$ cat config.mk
export PLATFORM = sky130hd
export DESIGN_NAME = motor_ctrl_top
export DESIGN_NICKNAME = d
export VERILOG_FILES = /design/src/verilog/motor_pkg.sv /design/src/verilog/pwm_cfg_if.sv /design/src/verilog/motor_ctrl_top.sv /design/src/verilog/response_tx.sv /design/src/verilog/motor_channel.sv /design/src/verilog/motor_cmd_decoder.sv
export SDC_FILE = /design/constraint.sdc
export NUM_CORES = 1
export LEC_CHECK = 0
export BUFFER_PORTS_ARGS = -buffer_cell sky130_fd_sc_hd__buf_2
export CORE_ASPECT_RATIO = 1.1
export CORE_MARGIN = 5
export CORE_UTILIZATION = 64
export CTS_CLUSTER_DIAMETER = 60
export DETAILED_ROUTE_END_ITERATION = 10
export PLACE_DENSITY = 0.81
export REMOVE_ABC_BUFFERS = 1
export SLEW_MARGIN = 5
export SYNTH_ARGS = -nofsm -noshare
export SYNTH_HDL_FRONTEND = slang
export SYNTH_HIERARCHICAL = 1
export SYNTH_SLANG_ARGS = --single-unit
$ cat constraint.sdc
create_clock -name clk -period 4.65 [get_ports clk]
set_input_delay 0.465 -clock clk [delete_from_list [all_inputs] [get_ports clk]]
set_output_delay 0.465 -clock clk [all_outputs]
set_load 0.02 [all_outputs]
$ cat src/verilog/motor_pkg.sv
package motor_pkg;

    // Sizes
    localparam int NUM_MOTORS = 2;
    localparam int BYTE_W     = 8;   // Command and response byte
    localparam int WORD_W     = 16;  // Payload word from two data bytes
    localparam int DIR_W      = 2;   // Direction code per motor

    // Command headers
    localparam logic [BYTE_W-1:0] HDR_DUTY0 = 8'hAA;  // Motor 0 duty
    localparam logic [BYTE_W-1:0] HDR_DUTY1 = 8'hBB;  // Motor 1 duty
    localparam logic [BYTE_W-1:0] HDR_PSC   = 8'hCC;  // Prescaler
    localparam logic [BYTE_W-1:0] HDR_CCR   = 8'hDD;  // Period

    // Timer values after reset
    localparam logic [WORD_W-1:0] PSC_DEFAULT = 16'd99;
    localparam logic [WORD_W-1:0] CCR_DEFAULT = 16'd999;

    // Direction codes driven to the H-bridge inputs
    localparam logic [DIR_W-1:0] DIR_FWD  = 2'b01;
    localparam logic [DIR_W-1:0] DIR_REV  = 2'b10;
    localparam logic [DIR_W-1:0] DIR_STOP = 2'b00;

    // Response credits held by the host at start
    localparam int RESP_CREDITS = 4;
    localparam int CREDIT_W     = $clog2(RESP_CREDITS + 1);

    // One payload word, two readings
    // Duty commands see a signed value, timer commands an unsigned count
    typedef union packed {
        logic signed [WORD_W-1:0] duty;
        logic        [WORD_W-1:0] count;
    } cmd_payload_u;

endpackage
$ cat src/verilog/pwm_cfg_if.sv
interface pwm_cfg_if;
    import motor_pkg::*;

    logic [WORD_W-1:0]     psc;      // Prescaler terminal count
    logic [WORD_W-1:0]     ccr;      // Period terminal count
    cmd_payload_u          duty;     // Clamped duty, valid with duty_wr
    logic [NUM_MOTORS-1:0] duty_wr;  // One strobe per motor

    // Command side writes everything
    modport decoder (
        output psc,
        output ccr,
        output duty,
        output duty_wr
    );

    // Each channel gets its strobe on a separate port
    modport channel (
        input psc,
        input ccr,
        input duty
    );

endinterface

$ cat src/verilog/motor_ctrl_top.sv
module motor_ctrl_top (
    input  logic                                             clk,
    input  logic                                             CPU_RESETN,
    input  logic [motor_pkg::BYTE_W-1:0]                     cmd_data,
    input  logic                                             cmd_valid,
    input  logic                                             resp_credit,
    output logic [motor_pkg::BYTE_W-1:0]                     resp_data,
    output logic                                             resp_valid,
    output logic [motor_pkg::NUM_MOTORS-1:0]                 pwm_out,
    output logic [motor_pkg::NUM_MOTORS*motor_pkg::DIR_W-1:0] motor_in
);
    import motor_pkg::*;

    pwm_cfg_if cfg_bus ();

    logic                  cfg_ack_req;
    logic [BYTE_W-1:0]     cfg_ack_hdr;
    logic                  cfg_ack_take;
    logic [NUM_MOTORS-1:0] ch_ack_req;
    logic [NUM_MOTORS-1:0] ch_ack_take;

    motor_cmd_decoder u_decoder (
        .clk          (clk),
        .CPU_RESETN   (CPU_RESETN),
        .cmd_data     (cmd_data),
        .cmd_valid    (cmd_valid),
        .cfg          (cfg_bus.decoder),
        .cfg_ack_req  (cfg_ack_req),
        .cfg_ack_hdr  (cfg_ack_hdr),
        .cfg_ack_take (cfg_ack_take)
    );

    // Motor i drives direction bits [i*DIR_W +: DIR_W], motor 1 on top
    for (genvar i = 0; i < NUM_MOTORS; i++) begin : g_channel
        motor_channel u_channel (
            .clk        (clk),
            .CPU_RESETN (CPU_RESETN),
            .cfg        (cfg_bus.channel),
            .duty_wr    (cfg_bus.duty_wr[i]),
            .pwm_out    (pwm_out[i]),
            .dir        (motor_in[i*DIR_W +: DIR_W]),
            .ack_req    (ch_ack_req[i]),
            .ack_take   (ch_ack_take[i])
        );
    end

    response_tx u_response_tx (
        .clk          (clk),
        .CPU_RESETN   (CPU_RESETN),
        .cfg_ack_req  (cfg_ack_req),
        .cfg_ack_hdr  (cfg_ack_hdr),
        .cfg_ack_take (cfg_ack_take),
        .ch_ack_req   (ch_ack_req),
        .ch_ack_take  (ch_ack_take),
        .resp_data    (resp_data),
        .resp_valid   (resp_valid),
        .resp_credit  (resp_credit)
    );

endmodule

$ cat src/verilog/response_tx.sv
module response_tx (
    input  logic                             clk,
    input  logic                             CPU_RESETN,
    input  logic                             cfg_ack_req,
    input  logic [motor_pkg::BYTE_W-1:0]     cfg_ack_hdr,
    output logic                             cfg_ack_take,
    input  logic [motor_pkg::NUM_MOTORS-1:0] ch_ack_req,
    output logic [motor_pkg::NUM_MOTORS-1:0] ch_ack_take,
    output logic [motor_pkg::BYTE_W-1:0]     resp_data,
    output logic                             resp_valid,
    input  logic                             resp_credit
);
    import motor_pkg::*;

    logic [CREDIT_W-1:0] credits;
    logic [CREDIT_W:0]   credits_sum;  // One bit of headroom before the cap
    logic                can_send;
    logic                send;
    logic [BYTE_W-1:0]   sel_hdr;

    // Channel acknowledges echo the duty header of their motor
    function automatic logic [BYTE_W-1:0] ch_hdr(int idx);
        return (idx == 0) ? HDR_DUTY0 : HDR_DUTY1;
    endfunction

    // A credit arriving this cycle can be spent right away
    assign can_send = (credits != '0) || resp_credit;

    // Fixed priority, decoder then channels by index
    always_comb begin
        cfg_ack_take = 1'b0;
        ch_ack_take  = '0;
        sel_hdr      = cfg_ack_hdr;
        send         = 1'b0;
        if (can_send) begin
            if (cfg_ack_req) begin
                cfg_ack_take = 1'b1;
                send         = 1'b1;
            end else begin
                for (int i = 0; i < NUM_MOTORS; i++) begin
                    if (ch_ack_req[i] && !send) begin
                        ch_ack_take[i] = 1'b1;
                        sel_hdr        = ch_hdr(i);
                        send           = 1'b1;
                    end
                end
            end
        end
    end

    assign credits_sum = {1'b0, credits} + (CREDIT_W+1)'(resp_credit)
                         - (CREDIT_W+1)'(send);

    always_ff @(posedge clk or negedge CPU_RESETN) begin
        if (!CPU_RESETN) begin
            credits    <= CREDIT_W'(RESP_CREDITS);
            resp_valid <= 1'b0;
            resp_data  <= '0;
        end else begin
            if (credits_sum > (CREDIT_W+1)'(RESP_CREDITS)) begin
                credits <= CREDIT_W'(RESP_CREDITS);  // Extra credits are ignored
            end else begin
                credits <= credits_sum[CREDIT_W-1:0];
            end
            resp_valid <= send;
            if (send) begin
                resp_data <= sel_hdr;
            end
        end
    end

endmodule

$ cat src/verilog/motor_channel.sv
module motor_channel (
    input  logic                       clk,
    input  logic                       CPU_RESETN,
    pwm_cfg_if.channel                 cfg,
    input  logic                       duty_wr,
    output logic                       pwm_out,
    output logic [motor_pkg::DIR_W-1:0] dir,
    output logic                       ack_req,
    input  logic                       ack_take
);
    import motor_pkg::*;

    logic [WORD_W-1:0] psc_cnt;
    logic [WORD_W-1:0] per_cnt;    // PWM counter, 0..ccr
    logic [WORD_W-1:0] duty_mag;
    logic              psc_wrap;
    logic              per_wrap;
    cmd_payload_u      shadow_duty;
    cmd_payload_u      active_duty;
    logic              shadow_pend; // Shadow waits for the next period

    // Compare with >= so a smaller new limit cannot strand the counters
    assign psc_wrap = (psc_cnt >= cfg.psc);
    assign per_wrap = psc_wrap && (per_cnt >= cfg.ccr);

    always_ff @(posedge clk or negedge CPU_RESETN) begin
        if (!CPU_RESETN) begin
            psc_cnt <= '0;
            per_cnt <= '0;
        end else if (psc_wrap) begin
            psc_cnt <= '0;
            per_cnt <= per_wrap ? '0 : per_cnt + WORD_W'(1);
        end else begin
            psc_cnt <= psc_cnt + WORD_W'(1);
        end
    end

    always_ff @(posedge clk) begin
        if (duty_wr) begin
            shadow_duty <= cfg.duty;
        end
    end

    always_ff @(posedge clk or negedge CPU_RESETN) begin
        if (!CPU_RESETN) begin
            active_duty <= '0;
            shadow_pend <= 1'b0;
            ack_req     <= 1'b0;
        end else begin
            if (ack_take) begin
                ack_req <= 1'b0;
            end
            // New duty goes live as the counter returns to zero
            if (per_wrap && shadow_pend) begin
                active_duty <= shadow_duty;
                ack_req     <= 1'b1;
            end
            if (duty_wr) begin
                shadow_pend <= 1'b1;
            end else if (per_wrap) begin
                shadow_pend <= 1'b0;
            end
        end
    end

    always_comb begin
        if (active_duty.duty[WORD_W-1]) begin
            duty_mag = -active_duty.count;
        end else begin
            duty_mag = active_duty.count;
        end
    end

    assign pwm_out = (per_cnt < duty_mag);

    always_comb begin
        if (active_duty.count == '0) begin
            dir = DIR_STOP;
        end else if (active_duty.duty[WORD_W-1]) begin
            dir = DIR_REV;
        end else begin
            dir = DIR_FWD;
        end
    end

endmodule

$ cat src/verilog/motor_cmd_decoder.sv
module motor_cmd_decoder (
    input  logic                        clk,
    input  logic                        CPU_RESETN,
    input  logic [motor_pkg::BYTE_W-1:0] cmd_data,
    input  logic                        cmd_valid,
    pwm_cfg_if.decoder                  cfg,
    output logic                        cfg_ack_req,
    output logic [motor_pkg::BYTE_W-1:0] cfg_ack_hdr,
    input  logic                        cfg_ack_take
);
    import motor_pkg::*;

    typedef enum logic [1:0] {
        ST_HDR,
        ST_HI,
        ST_LO
    } rx_state_t;

    rx_state_t         state;
    logic [BYTE_W-1:0] cur_hdr;   // Header of the command being received
    logic [BYTE_W-1:0] hi_byte;
    cmd_payload_u      payload;
    logic              last_byte;
    logic              timer_cmd;

    // Limit a signed duty to +/- lim, compared in one extra bit
    function automatic cmd_payload_u clamp_duty(cmd_payload_u raw, logic [WORD_W-1:0] lim);
        cmd_payload_u      res;
        logic signed [WORD_W:0] val;
        logic signed [WORD_W:0] bound;
        val   = {raw.duty[WORD_W-1], raw.duty};
        bound = {1'b0, lim};
        if (val > bound) begin
            res.count = lim;
        end else if (val < -bound) begin
            res.count = -lim;
        end else begin
            res = raw;
        end
        return res;
    endfunction

    always_comb begin
        payload.count = {hi_byte, cmd_data};  // Valid only with the low byte
    end

    assign last_byte = cmd_valid && (state == ST_LO);
    assign timer_cmd = last_byte && ((cur_hdr == HDR_PSC) || (cur_hdr == HDR_CCR));

    // Header, high byte, low byte
    always_ff @(posedge clk or negedge CPU_RESETN) begin
        if (!CPU_RESETN) begin
            state   <= ST_HDR;
            cur_hdr <= '0;
        end else if (cmd_valid) begin
            case (state)
                ST_HDR: begin
                    // Unknown headers leave the parser waiting
                    if (cmd_data inside {HDR_DUTY0, HDR_DUTY1, HDR_PSC, HDR_CCR}) begin
                        cur_hdr <= cmd_data;
                        state   <= ST_HI;
                    end
                end
                ST_HI:   state <= ST_LO;
                ST_LO:   state <= ST_HDR;
                default: state <= ST_HDR;
            endcase
        end
    end

    always_ff @(posedge clk) begin
        if (cmd_valid && (state == ST_HI)) begin
            hi_byte <= cmd_data;
        end
        if (last_byte && ((cur_hdr == HDR_DUTY0) || (cur_hdr == HDR_DUTY1))) begin
            cfg.duty <= clamp_duty(payload, cfg.ccr);
        end
    end

    // Timer registers, duty strobes and the timer acknowledge
    always_ff @(posedge clk or negedge CPU_RESETN) begin
        if (!CPU_RESETN) begin
            cfg.psc     <= PSC_DEFAULT;
            cfg.ccr     <= CCR_DEFAULT;
            cfg.duty_wr <= '0;
            cfg_ack_req <= 1'b0;
            cfg_ack_hdr <= '0;
        end else begin
            cfg.duty_wr <= '0;
            if (cfg_ack_take) begin
                cfg_ack_req <= 1'b0;
            end
            if (last_byte) begin
                case (cur_hdr)
                    HDR_DUTY0: cfg.duty_wr[0] <= 1'b1;
                    HDR_DUTY1: cfg.duty_wr[1] <= 1'b1;
                    HDR_PSC:   cfg.psc <= payload.count;
                    HDR_CCR:   cfg.ccr <= payload.count;
                    default:   ;
                endcase
            end
            // A second acknowledge while one is held gets dropped
            if (timer_cmd && (!cfg_ack_req || cfg_ack_take)) begin
                cfg_ack_req <= 1'b1;
                cfg_ack_hdr <= cur_hdr;
            end
        end
    end

endmodule

==> results_dict.tcl, run 1 <==
set metrics [dict create \
    diodes 0 \
    crit_top_cell "or3_4" \
    cap_viol_max_count 0 \
    antenna_found_initial 0 \
    crit_path_top_delay_cell "or4_4" \
    cts_root_buf "clkbuf_16" \
    finalSetupViolCount 0 \
    status "complete, but fails checks" \
    via_count 9858 \
    netlist_area_mm2 0.0134 \
    die_area_mm2 0.0240 \
    coreArea_mm2 0.0206 \
    via_per_inst 6.24 \
    rsz0062_at_grt "false" \
    drive_above_1_share_pct 14.4 \
    ctsHoldBuffers 0 \
    required_ns 4.18 \
    synth-main-ff-cell "dfrtp_1" \
    hpwl_um 21800 \
    wirelength_um 30200 \
    cts_tree "built" \
    drc_errors 0 \
    avgSynthCellArea_um2 10.6 \
    clkSinkCount 221 \
    async_reset_ff_share_pct 74.7 \
    cts_resized 0 \
    fin_cells 1579 \
    start_kind "flip-flop" \
    maxSlewHeadroom_pct 21.1 \
    cp_num_buf_inv 1 \
    cp.arrival_ns 3.83 \
    yosysSeqAreaShare_pct 43.4 \
    vdd_drop_max_mv 0.277 \
    critPathCaptureType "output pin" \
    drtIter0Drc 833 \
    syn_to_final_growth_pct 8.91 \
    r2r-end "u_decoder/cfg.duty[9]" \
    post-cts-setup-buffers 0 \
    fin_worst_skew_ns 0.0169 \
    worst-path-stages 13 \
    power_density_mw_per_mm2 311 \
    r2r_cells 16 \
    grt_pass1_vias 9709 \
    synth.distinct_cells 82 \
    hold_violations 7 \
    htree_levels 1 \
    netlist_top_cells_count "dfrtp_1 (152), ha_1 (138), inv_1 (116)" \
    startpoint "g_channel[1].u_channel/active_duty[1]" \
    synth_cells 1272 \
    power_leakage_nw 7.00 \
    maxSlewViolCount 0 \
    wire_per_inst_um 19.2 \
    clk_pin_slew_ns 0.06 \
    synth_seq_cells 221 \
    ioPinCount 27 \
    r2r-start "u_decoder/cfg.ccr[1]" \
    synth_top_area_cell "dfrtp_1" \
    postRouteAntennaNets 0 \
    place.gp.congestion 0.885 \
    grt_max_degree 89 \
    dp.cells 1533 \
    die_w_um 148 \
    synth_most_common_cell "dfrtp_1" \
    post-route-period-util_pct 92.3 \
    rrSetupSlack_ns 0.36 \
    synth_top_cell_area_share_pct 28.3 \
    synth_edf_count 56 \
    hold_class "in2async" \
    nNetsFinal 1455 \
    overflow 0 \
    layout_min_cycle_time_ns 4.29 \
    clk_latency_ns 0.53 \
    critPathMaxStageDelay_ns 0.46 \
    crit_path_end "pwm_out[1]" \
    ys_top_cells_by_area "dfrtp_1 (28%), ha_1 (13%), edfxtp_1 (13%)" \
    grt_pass1_wl_um 49500 \
    yosys_warnings 6 \
    initial_utilization_pct 65.1 \
    crit_family "simple AND/OR/NAND/NOR gates" \
    crit_fanout 4 \
    drt_pass1_iterations 6 \
    cts_buffer_depth 3 \
    holdWs_ns -0.0176 \
    rows 55 \
    fin_tns_setup_ns 0 \
    gr-usage-all-layers_pct 25.3 \
    port_buffers 26 \
    violations "negative hold slack" \
    crit_chain "or3_4 -> or4_4 -> or3_4 -> nand2_1 -> xor2_1 -> ha_1 -> a21oi_1 -> o21ai_0 -> a21o_1 -> a211oi_1 -> nor2_1 -> nor3_1 -> buf_2" \
    final_core_utilization_pct 70.8 \
    timing.fmax_mhz 233 \
    crit_type "reg2out" \
    die_h_um 162 \
    worstMarginPinSlew_ns 1.17 \
    numCtsBuffers 25 \
]
stage by stage:
stage	power, W	hold WS, ns	setup slack, ns	instance area (um2)
3_3_place_gp	0.00258	0.440	0.451	13800
5_1_grt	0.00474	0.0616	0.111	14600
2_1_floorplan	0.00244	0.169	0.776	13200
4_1_cts	0.00458	0.0230	0.306	14600
3_5_place_dp	0.00260	0.440	0.362	13800
6_report	0.00455	-0.0176	0.356	14600
worst min path at each step:
| stage | startpoint | endpoint | slack [ns] |
|---|---|---|---|
| floorplan | CPU_RESETN | g_channel[0].u_channel/ack_req | 0.17 |
| global placement | u_decoder/cfg.duty[2] | g_channel[1].u_channel/shadow_duty[2] | 0.44 |
| detailed placement | u_decoder/cfg.duty[2] | g_channel[0].u_channel/shadow_duty[2] | 0.44 |
| CTS | CPU_RESETN | g_channel[1].u_channel/per_cnt[12] | 0.02 |
| global route | CPU_RESETN | g_channel[1].u_channel/per_cnt[8] | 0.06 |
| finish | CPU_RESETN | g_channel[1].u_channel/per_cnt[12] | -0.02 |
flip-flops by register name, summed over array words and instances, names as in the netlist, 8 cells and up:
signal and count:
u_decoder/cfg.psc 16, u_decoder/hi_byte 8, g_channel.u_channel/shadow_duty 32, u_decoder/cfg_ack_hdr 8, u_response_tx/resp_data 8, g_channel.u_channel/per_cnt 32
g_channel.u_channel/psc_cnt 32, u_decoder/cfg.ccr 16, g_channel.u_channel/active_duty 32, u_decoder/cur_hdr 8, u_decoder/cfg.duty 16
cell families (layout without fill, tap and decap cells):
group           after synthesis  in the layout  share of synthesized area (%)
compound gates              252            252                           13.5
xor+xnor                     70             70                           4.70
fa+ha+maj                   139            139                           13.0
buf+inv                     148            199                           4.71
flops                       221            221                           43.4
mux                          58             58                           5.37
simple gates                384            384                           15.4
power by group:
part / switching [W] / internal, W / total, W
Clock: 0.000807 / 0.00117 / 0.00198
Combinational: 0.000222 / 0.000182 / 0.000404
Sequential: 0.000114 / 0.00205 / 0.00217
Total: 0.00114 / 0.00341 / 0.00455
area by class of cell:
cell class | count | area, um2
clock inverters | 15 | 150
fillers | 1477 | 6020
repair buffers | 36 | 224
multi-input cells | 903 | 6980
clock buffers | 31 | 689
inverters | 117 | 439
well taps | 256 | 320
flip-flops and latches | 221 | 5830
per-layer routing:
layer	vias to the layer above	wire length [um]	global-route usage (%)	share of wire [%]
li1	4648	-	-	-
met1	4852	13100	34.7	43
met3	61	1450	2.99	4.8
met5	-	0	0	0
met4	0	878	7.64	2.9
met2	297	14800	42.7	49
layout by cell type (no fill, tap or decap), types with 6 or more instances in the layout:
cell type  instances
and3_1            28
xor2_1            43
buf_2             25
nand2_1           94
a22o_1            30
o21ai_0           87
nor4_1            16
nor2b_1           25
mux2i_1            6
edfxtp_1          56
o31ai_1            6
dfstp_2           13
buf_4              9
a211oi_1           8
inv_1            116
dfrtp_1          152
nor3_1            20
clkbuf_16         26
a21o_1            12
a21oi_1           50
nand2b_1          16
nor2_1            83
mux2_2            32
xnor2_1           26
mux2_4            20
ha_1             138
clkinv_2           6
nand4_1           23
nand3_1           32
No activity file was read; power rests on OpenSTA's default activity.
==> run 2, diff against run 1 <==
--- a/config.mk
+++ b/config.mk
@@ -5,12 +5,12 @@
 export SDC_FILE = /design/constraint.sdc
 export NUM_CORES = 1
 export LEC_CHECK = 0
-export BUFFER_PORTS_ARGS = -buffer_cell sky130_fd_sc_hd__buf_2
 export CORE_ASPECT_RATIO = 1.1
 export CORE_MARGIN = 5
-export CORE_UTILIZATION = 64
+export CORE_UTILIZATION = 65
 export CTS_CLUSTER_DIAMETER = 60
 export DETAILED_ROUTE_END_ITERATION = 10
+export DONT_BUFFER_PORTS = 1
 export PLACE_DENSITY = 0.81
 export REMOVE_ABC_BUFFERS = 1
 export SLEW_MARGIN = 5
==> results_dict.tcl, run 2 (synthesized netlist as in run 1, its figures left out) <==
set metrics [dict create \
    cap_viol_max_count 0 \
    via_per_inst 6.29 \
    postRouteAntennaNets 0 \
    layout_commonest_cell "dfrtp_1" \
    wirelength_um 31000 \
    holdWs_ns -0.0536 \
    post-route-period-util_pct 94.3 \
    required_ns 4.18 \
    fin_tns_setup_ns 0 \
    diodes 0 \
    violations "negative hold slack" \
    initial_utilization_pct 65.7 \
    die_h_um 161 \
    p_int_w 0.00344 \
    numCtsBuffers 26 \
    sw_frac_of_total_pct 24.6 \
    cts_buffer_depth 3 \
    status "complete, but fails checks" \
    ioPinCount 27 \
    p_seq_share_pct 47.7 \
    drt_pass1_iterations 5 \
    coreArea_mm2 0.0204 \
    power_leakage_nw 6.93 \
    maxSlewViolCount 0 \
    critPathMaxStageDelay_ns 0.53 \
    vdd_drop_max_mv 0.318 \
    crit_chain "or3_4 -> or4_4 -> or3_4 -> nand2_1 -> xor2_1 -> ha_1 -> a21oi_1 -> o21ai_0 -> a21o_1 -> a211oi_1 -> nor2_1 -> nor3_1" \
    layout_min_cycle_time_ns 4.39 \
    start_kind "flip-flop" \
    maxSlewHeadroom_pct 36.2 \
    wire_per_inst_um 19.9 \
    power_density_mw_per_mm2 314 \
    clk_latency_ns 0.52 \
    worst-path-stages 12 \
    drc_errors 0 \
    fin_worst_skew_ns 0.0108 \
    p_switching_w 0.00112 \
    crit_family "simple AND/OR/NAND/NOR gates" \
    crit_path_top_delay_cell "nor3_1" \
    rows 55 \
    crit_path_end "pwm_out[1]" \
    cts_root_buf "clkbuf_16" \
    dp.cells 1507 \
    critPathCaptureType "output pin" \
    finalSetupViolCount 0 \
    crit_type "reg2out" \
    hold_class "in2async" \
    clockPowerShare_pct 44.2 \
    overflow 0 \
    die_area_mm2 0.0236 \
    cts_resized 0 \
    htree_levels 1 \
    startpoint "g_channel[1].u_channel/active_duty[1]" \
    timing.fmax_mhz 228 \
    cts_tree "built" \
    grt_pass1_vias 9848 \
    crit_fanout 4 \
    cp_num_buf_inv 0 \
    nNetsFinal 1433 \
    r2r_cells 17 \
    combPwrFrac_pct 8.1 \
    r2r-end "u_decoder/cfg.duty[13]" \
    syn_to_final_growth_pct 8.37 \
    port_buffers 0 \
    fin_cells 1558 \
    grt_max_degree 166 \
    clkSinkCount 221 \
    worstMarginPinSlew_ns 0.957 \
    antenna_found_initial 0 \
    gr-usage-all-layers_pct 26.4 \
    die_w_um 147 \
    rsz0062_at_grt "false" \
    cp.arrival_ns 3.92 \
    hpwl_um 21600 \
    place.gp.congestion 0.912 \
    crit_top_cell "or3_4" \
    drive_above_1_share_pct 12.8 \
    drtIter0Drc 656 \
    grt_pass1_wl_um 51000 \
    r2r-start "u_decoder/cfg.ccr[1]" \
    via_count 9795 \
    hold_violations 51 \
    clk_pin_slew_ns 0.06 \
    rrSetupSlack_ns 0.39 \
    final_cell_mix "dfrtp_1 (152), ha_1 (138), inv_1 (116)" \
]
## run 2: cell types whose count changed in the layout (fill, tap and decap cells not counted), moves of 2 or more
| cell | before | now |
|---|---|---|
| buf_2 | 25 | 0 |
| clkbuf_8 | 2 | 6 |
| clkinvlp_4 | 3 | 0 |
| buf_4 | 9 | 11 |
| clkinv_1 | 0 | 2 |
## run 2: area by class of cell
class | count | area (um2)
inverters | 117 | 439
clock inverters | 12 | 97.6
flip-flops and latches | 221 | 5830
well taps | 256 | 320
repair buffers | 13 | 130
multi-input cells | 903 | 6970
clock buffers | 36 | 769
fillers | 1463 | 5880
## run 2: routing by layer
metal	wire (um)	up-vias	GRT usage, %
met5	0	-	0
met4	1330	0	10.6
met3	1640	87	3.78
met2	15400	323	45.2
met1	12600	4795	34.0
li1	-	4590	-
## run 2: worst min-delay path by stage
stage           startpoint                                 end  slack, ns
2_1_floorplan   CPU_RESETN      g_channel[0].u_channel/ack_req       0.17
3_3_place_gp    CPU_RESETN  g_channel[1].u_channel/per_cnt[10]       0.18
3_5_place_dp    CPU_RESETN  g_channel[1].u_channel/per_cnt[14]       0.18
4_1_cts        cmd_data[1]                u_decoder/hi_byte[1]       0.01
5_1_grt        cmd_data[1]                u_decoder/hi_byte[1]       0.01
6_report        CPU_RESETN   g_channel[1].u_channel/per_cnt[9]      -0.05
## run 2: per-stage QoR
step | power, W | hold WS (ns) | setup slack, ns | area [um2] | util (%)
3_3_place_gp | 0.00252 | 0.178 | 0.443 | 13600 | 66.7
5_1_grt | 0.00475 | 0.0143 | 0.0243 | 14600 | 71.2
2_1_floorplan | 0.00244 | 0.169 | 0.776 | 13200 | -
3_5_place_dp | 0.00254 | 0.176 | 0.358 | 13600 | 66.7
6_report | 0.00457 | -0.0536 | 0.265 | 14600 | 71.2
4_1_cts | 0.00460 | 0.0119 | 0.241 | 14500 | 71.1
## run 2: repair_timing
item                                   in CTS  in global routing
setup endpoints to repair                   0                  9
hold buffers                                1                  0
setup buffers                               0                  2
endpoints found under the hold margin     165                  0
## run 2: power by group through the flow
| stage | registers (W) | clock network [W] | logic, W |
|---|---|---|---|
| 2_1_floorplan | 0.00217 | 0 | 0.000268 |
| 3_3_place_gp | 0.00221 | 0 | 0.000310 |
| 3_5_place_dp | 0.00221 | 0 | 0.000330 |
| 4_1_cts | 0.00218 | 0.00205 | 0.000370 |
| 5_1_grt | 0.00219 | 0.00214 | 0.000426 |
| 6_report | 0.00218 | 0.00202 | 0.000369 |
==> run 3, diff against run 2 <==
--- a/config.mk
+++ b/config.mk
@@ -6,13 +6,13 @@
 export NUM_CORES = 1
 export LEC_CHECK = 0
 export CORE_ASPECT_RATIO = 1.1
-export CORE_MARGIN = 5
 export CORE_UTILIZATION = 65
 export CTS_CLUSTER_DIAMETER = 60
 export DETAILED_ROUTE_END_ITERATION = 10
 export DONT_BUFFER_PORTS = 1
 export PLACE_DENSITY = 0.81
 export REMOVE_ABC_BUFFERS = 1
+export SETUP_SLACK_MARGIN = 0.02
 export SLEW_MARGIN = 5
 export SYNTH_ARGS = -nofsm -noshare
 export SYNTH_HDL_FRONTEND = slang
==> results_dict.tcl, run 3 (synthesized netlist as in run 1, its figures left out) <==
set metrics [dict create \
    final_core_utilization_pct 72.2 \
    maxSlewViolCount 0 \
    clk_pin_slew_ns 0.06 \
    port_buffers 0 \
    violations "design-rule violations, negative hold slack" \
    die_area_mm2 0.0212 \
    timing.fmax_mhz 231 \
    fin_worst_skew_ns 0.0122 \
    clk_latency_ns 0.53 \
    die_h_um 153 \
    hold_class "in2async" \
    syn_to_final_growth_pct 7.92 \
    wirelength_um 29600 \
    holdWs_ns -0.0818 \
    grt_pass1_vias 9769 \
    crit_top_cell "or3_4" \
    place.gp.congestion 0.898 \
    drt_pass1_iterations 9 \
    nNetsFinal 1430 \
    htree_levels 1 \
    hpwl_um 21200 \
    worstMarginPinSlew_ns 1.17 \
    cts_root_buf "clkbuf_16" \
    diodes 0 \
    post-route-period-util_pct 93.1 \
    gr-usage-all-layers_pct 28.8 \
    crit_path_top_delay_cell "nor3_1" \
    postRouteAntennaNets 0 \
    maxSlewHeadroom_pct 21.5 \
    die_w_um 139 \
    fin_tns_setup_ns 0 \
    power_density_mw_per_mm2 310 \
    crit_chain "or3_4 -> or4_4 -> or3_4 -> nand2_1 -> xor2_1 -> ha_1 -> a21oi_1 -> o21ai_0 -> a21o_1 -> a211oi_1 -> nor2_1 -> nor3_1" \
    critPathMaxStageDelay_ns 0.52 \
    crit_fanout 4 \
    layout_min_cycle_time_ns 4.33 \
    via_per_inst 6.28 \
    cap_viol_max_count 0 \
    via_count 9722 \
    vdd_drop_max_mv 0.358 \
    cp.arrival_ns 3.87 \
    nFillCells 1414 \
    ioPinCount 27 \
    drive_above_1_share_pct 12.5 \
    critPathCaptureType "output pin" \
    fin_ws_ns 0.319 \
    drc_errors 1 \
    hold_violations 54 \
    grt_pass1_wl_um 49100 \
    finalSetupViolCount 0 \
    layout_commonest_cell "dfrtp_1" \
    crit_type "reg2out" \
    coreArea_mm2 0.0201 \
    start_kind "flip-flop" \
    antenna_found_initial 0 \
    status "complete, but fails checks" \
    place_ws_ns 0.301 \
    overflow 0 \
    cp_num_buf_inv 0 \
    numCtsBuffers 24 \
    grt_max_degree 166 \
    cts_buffer_depth 3 \
    rows 54 \
    crit_family "simple AND/OR/NAND/NOR gates" \
    drtIter0Drc 696 \
    rsz0062_at_grt "false" \
    wire_per_inst_um 19.1 \
    final_cell_mix "dfrtp_1 (152), ha_1 (138), inv_1 (116)" \
    clkSinkCount 221 \
    cts_tree "built" \
    power_leakage_nw 6.89 \
    initial_utilization_pct 66.9 \
    required_ns 4.18 \
]
run 3: report_power, final:
group / internal [W] / leakage [nW] / total, W / switching, W
Combinational: 0.000175 / 3.83 / 0.000370 / 0.000195
Clock: 0.00115 / 0.401 / 0.00194 / 0.000789
Sequential: 0.00205 / 2.66 / 0.00217 / 0.000122
run 3: metrics by stage:
step	instances	hold WS, ns	total power [W]	instance area, um2
after floorplan	1241	0.169	0.00244	13200
after global placement	1500	0.176	0.00252	13600
after detailed placement	1500	0.175	0.00254	13600
after CTS	1545	0.00814	0.00452	14400
after global routing	1549	0.00897	0.00466	14500
final	1549	-0.0818	0.00449	14500
run 3: path summary, 6_finish.rpt:
kind	startpoint	end	slack, ns	cells after the start
max	g_channel[1].u_channel/active_duty[1]	pwm_out[1]	0.32	12
min	CPU_RESETN	g_channel[1].u_channel/per_cnt[12]	-0.08	1
max reg2reg	u_decoder/cfg.ccr[0]	u_decoder/cfg.duty[7]	0.34	16
min reg2reg	u_decoder/cfg.duty[9]	g_channel[1].u_channel/shadow_duty[9]	0.46	0
max in group asynchronous	CPU_RESETN	g_channel[0].u_channel/per_cnt[15]	4.04	1
min in group clk	cmd_data[4]	u_decoder/hi_byte[4]	0.04	0
run 3: cell type report:
cell class	count	area, um2	share of cell area [%]
multi-input cells	903	6980	48.1
repair buffers	12	123	0.846
clock inverters	10	123	0.846
flip-flops and latches	221	5830	40.2
inverters	117	439	3.03
clock buffers	34	689	4.76
well taps	252	315	2.18
run 3: routing by layer:
layer	share of wire, %	up-vias	global-route usage, %	routed length, um
met5	0	-	0	0
met4	3.3	0	10.8	992
met3	4.9	73	3.71	1460
met2	49	266	48.6	14400
met1	43	4779	38.2	12800
li1	-	4604	-	-
run 3: what timing repair did:
item	CTS	global route
setup endpoints to repair	0	7
resized for setup	0	1
endpoints found under the hold margin	165	0
buffers inserted	0	4
hold buffers	1	0
run 3: worst register-to-register path, delay by kind of cell, from the launching register on:
family | cells | cell delay, ns
adders and majority gates | 2 | 0.50
and+or+nand+nor | 4 | 1.18
muxes | 1 | 0.33
DFF | 1 | 0.40
xor gates and xnor gates | 2 | 0.44
AOI/OAI and AO/OA | 4 | 0.86
buffers and inverters | 3 | 0.33
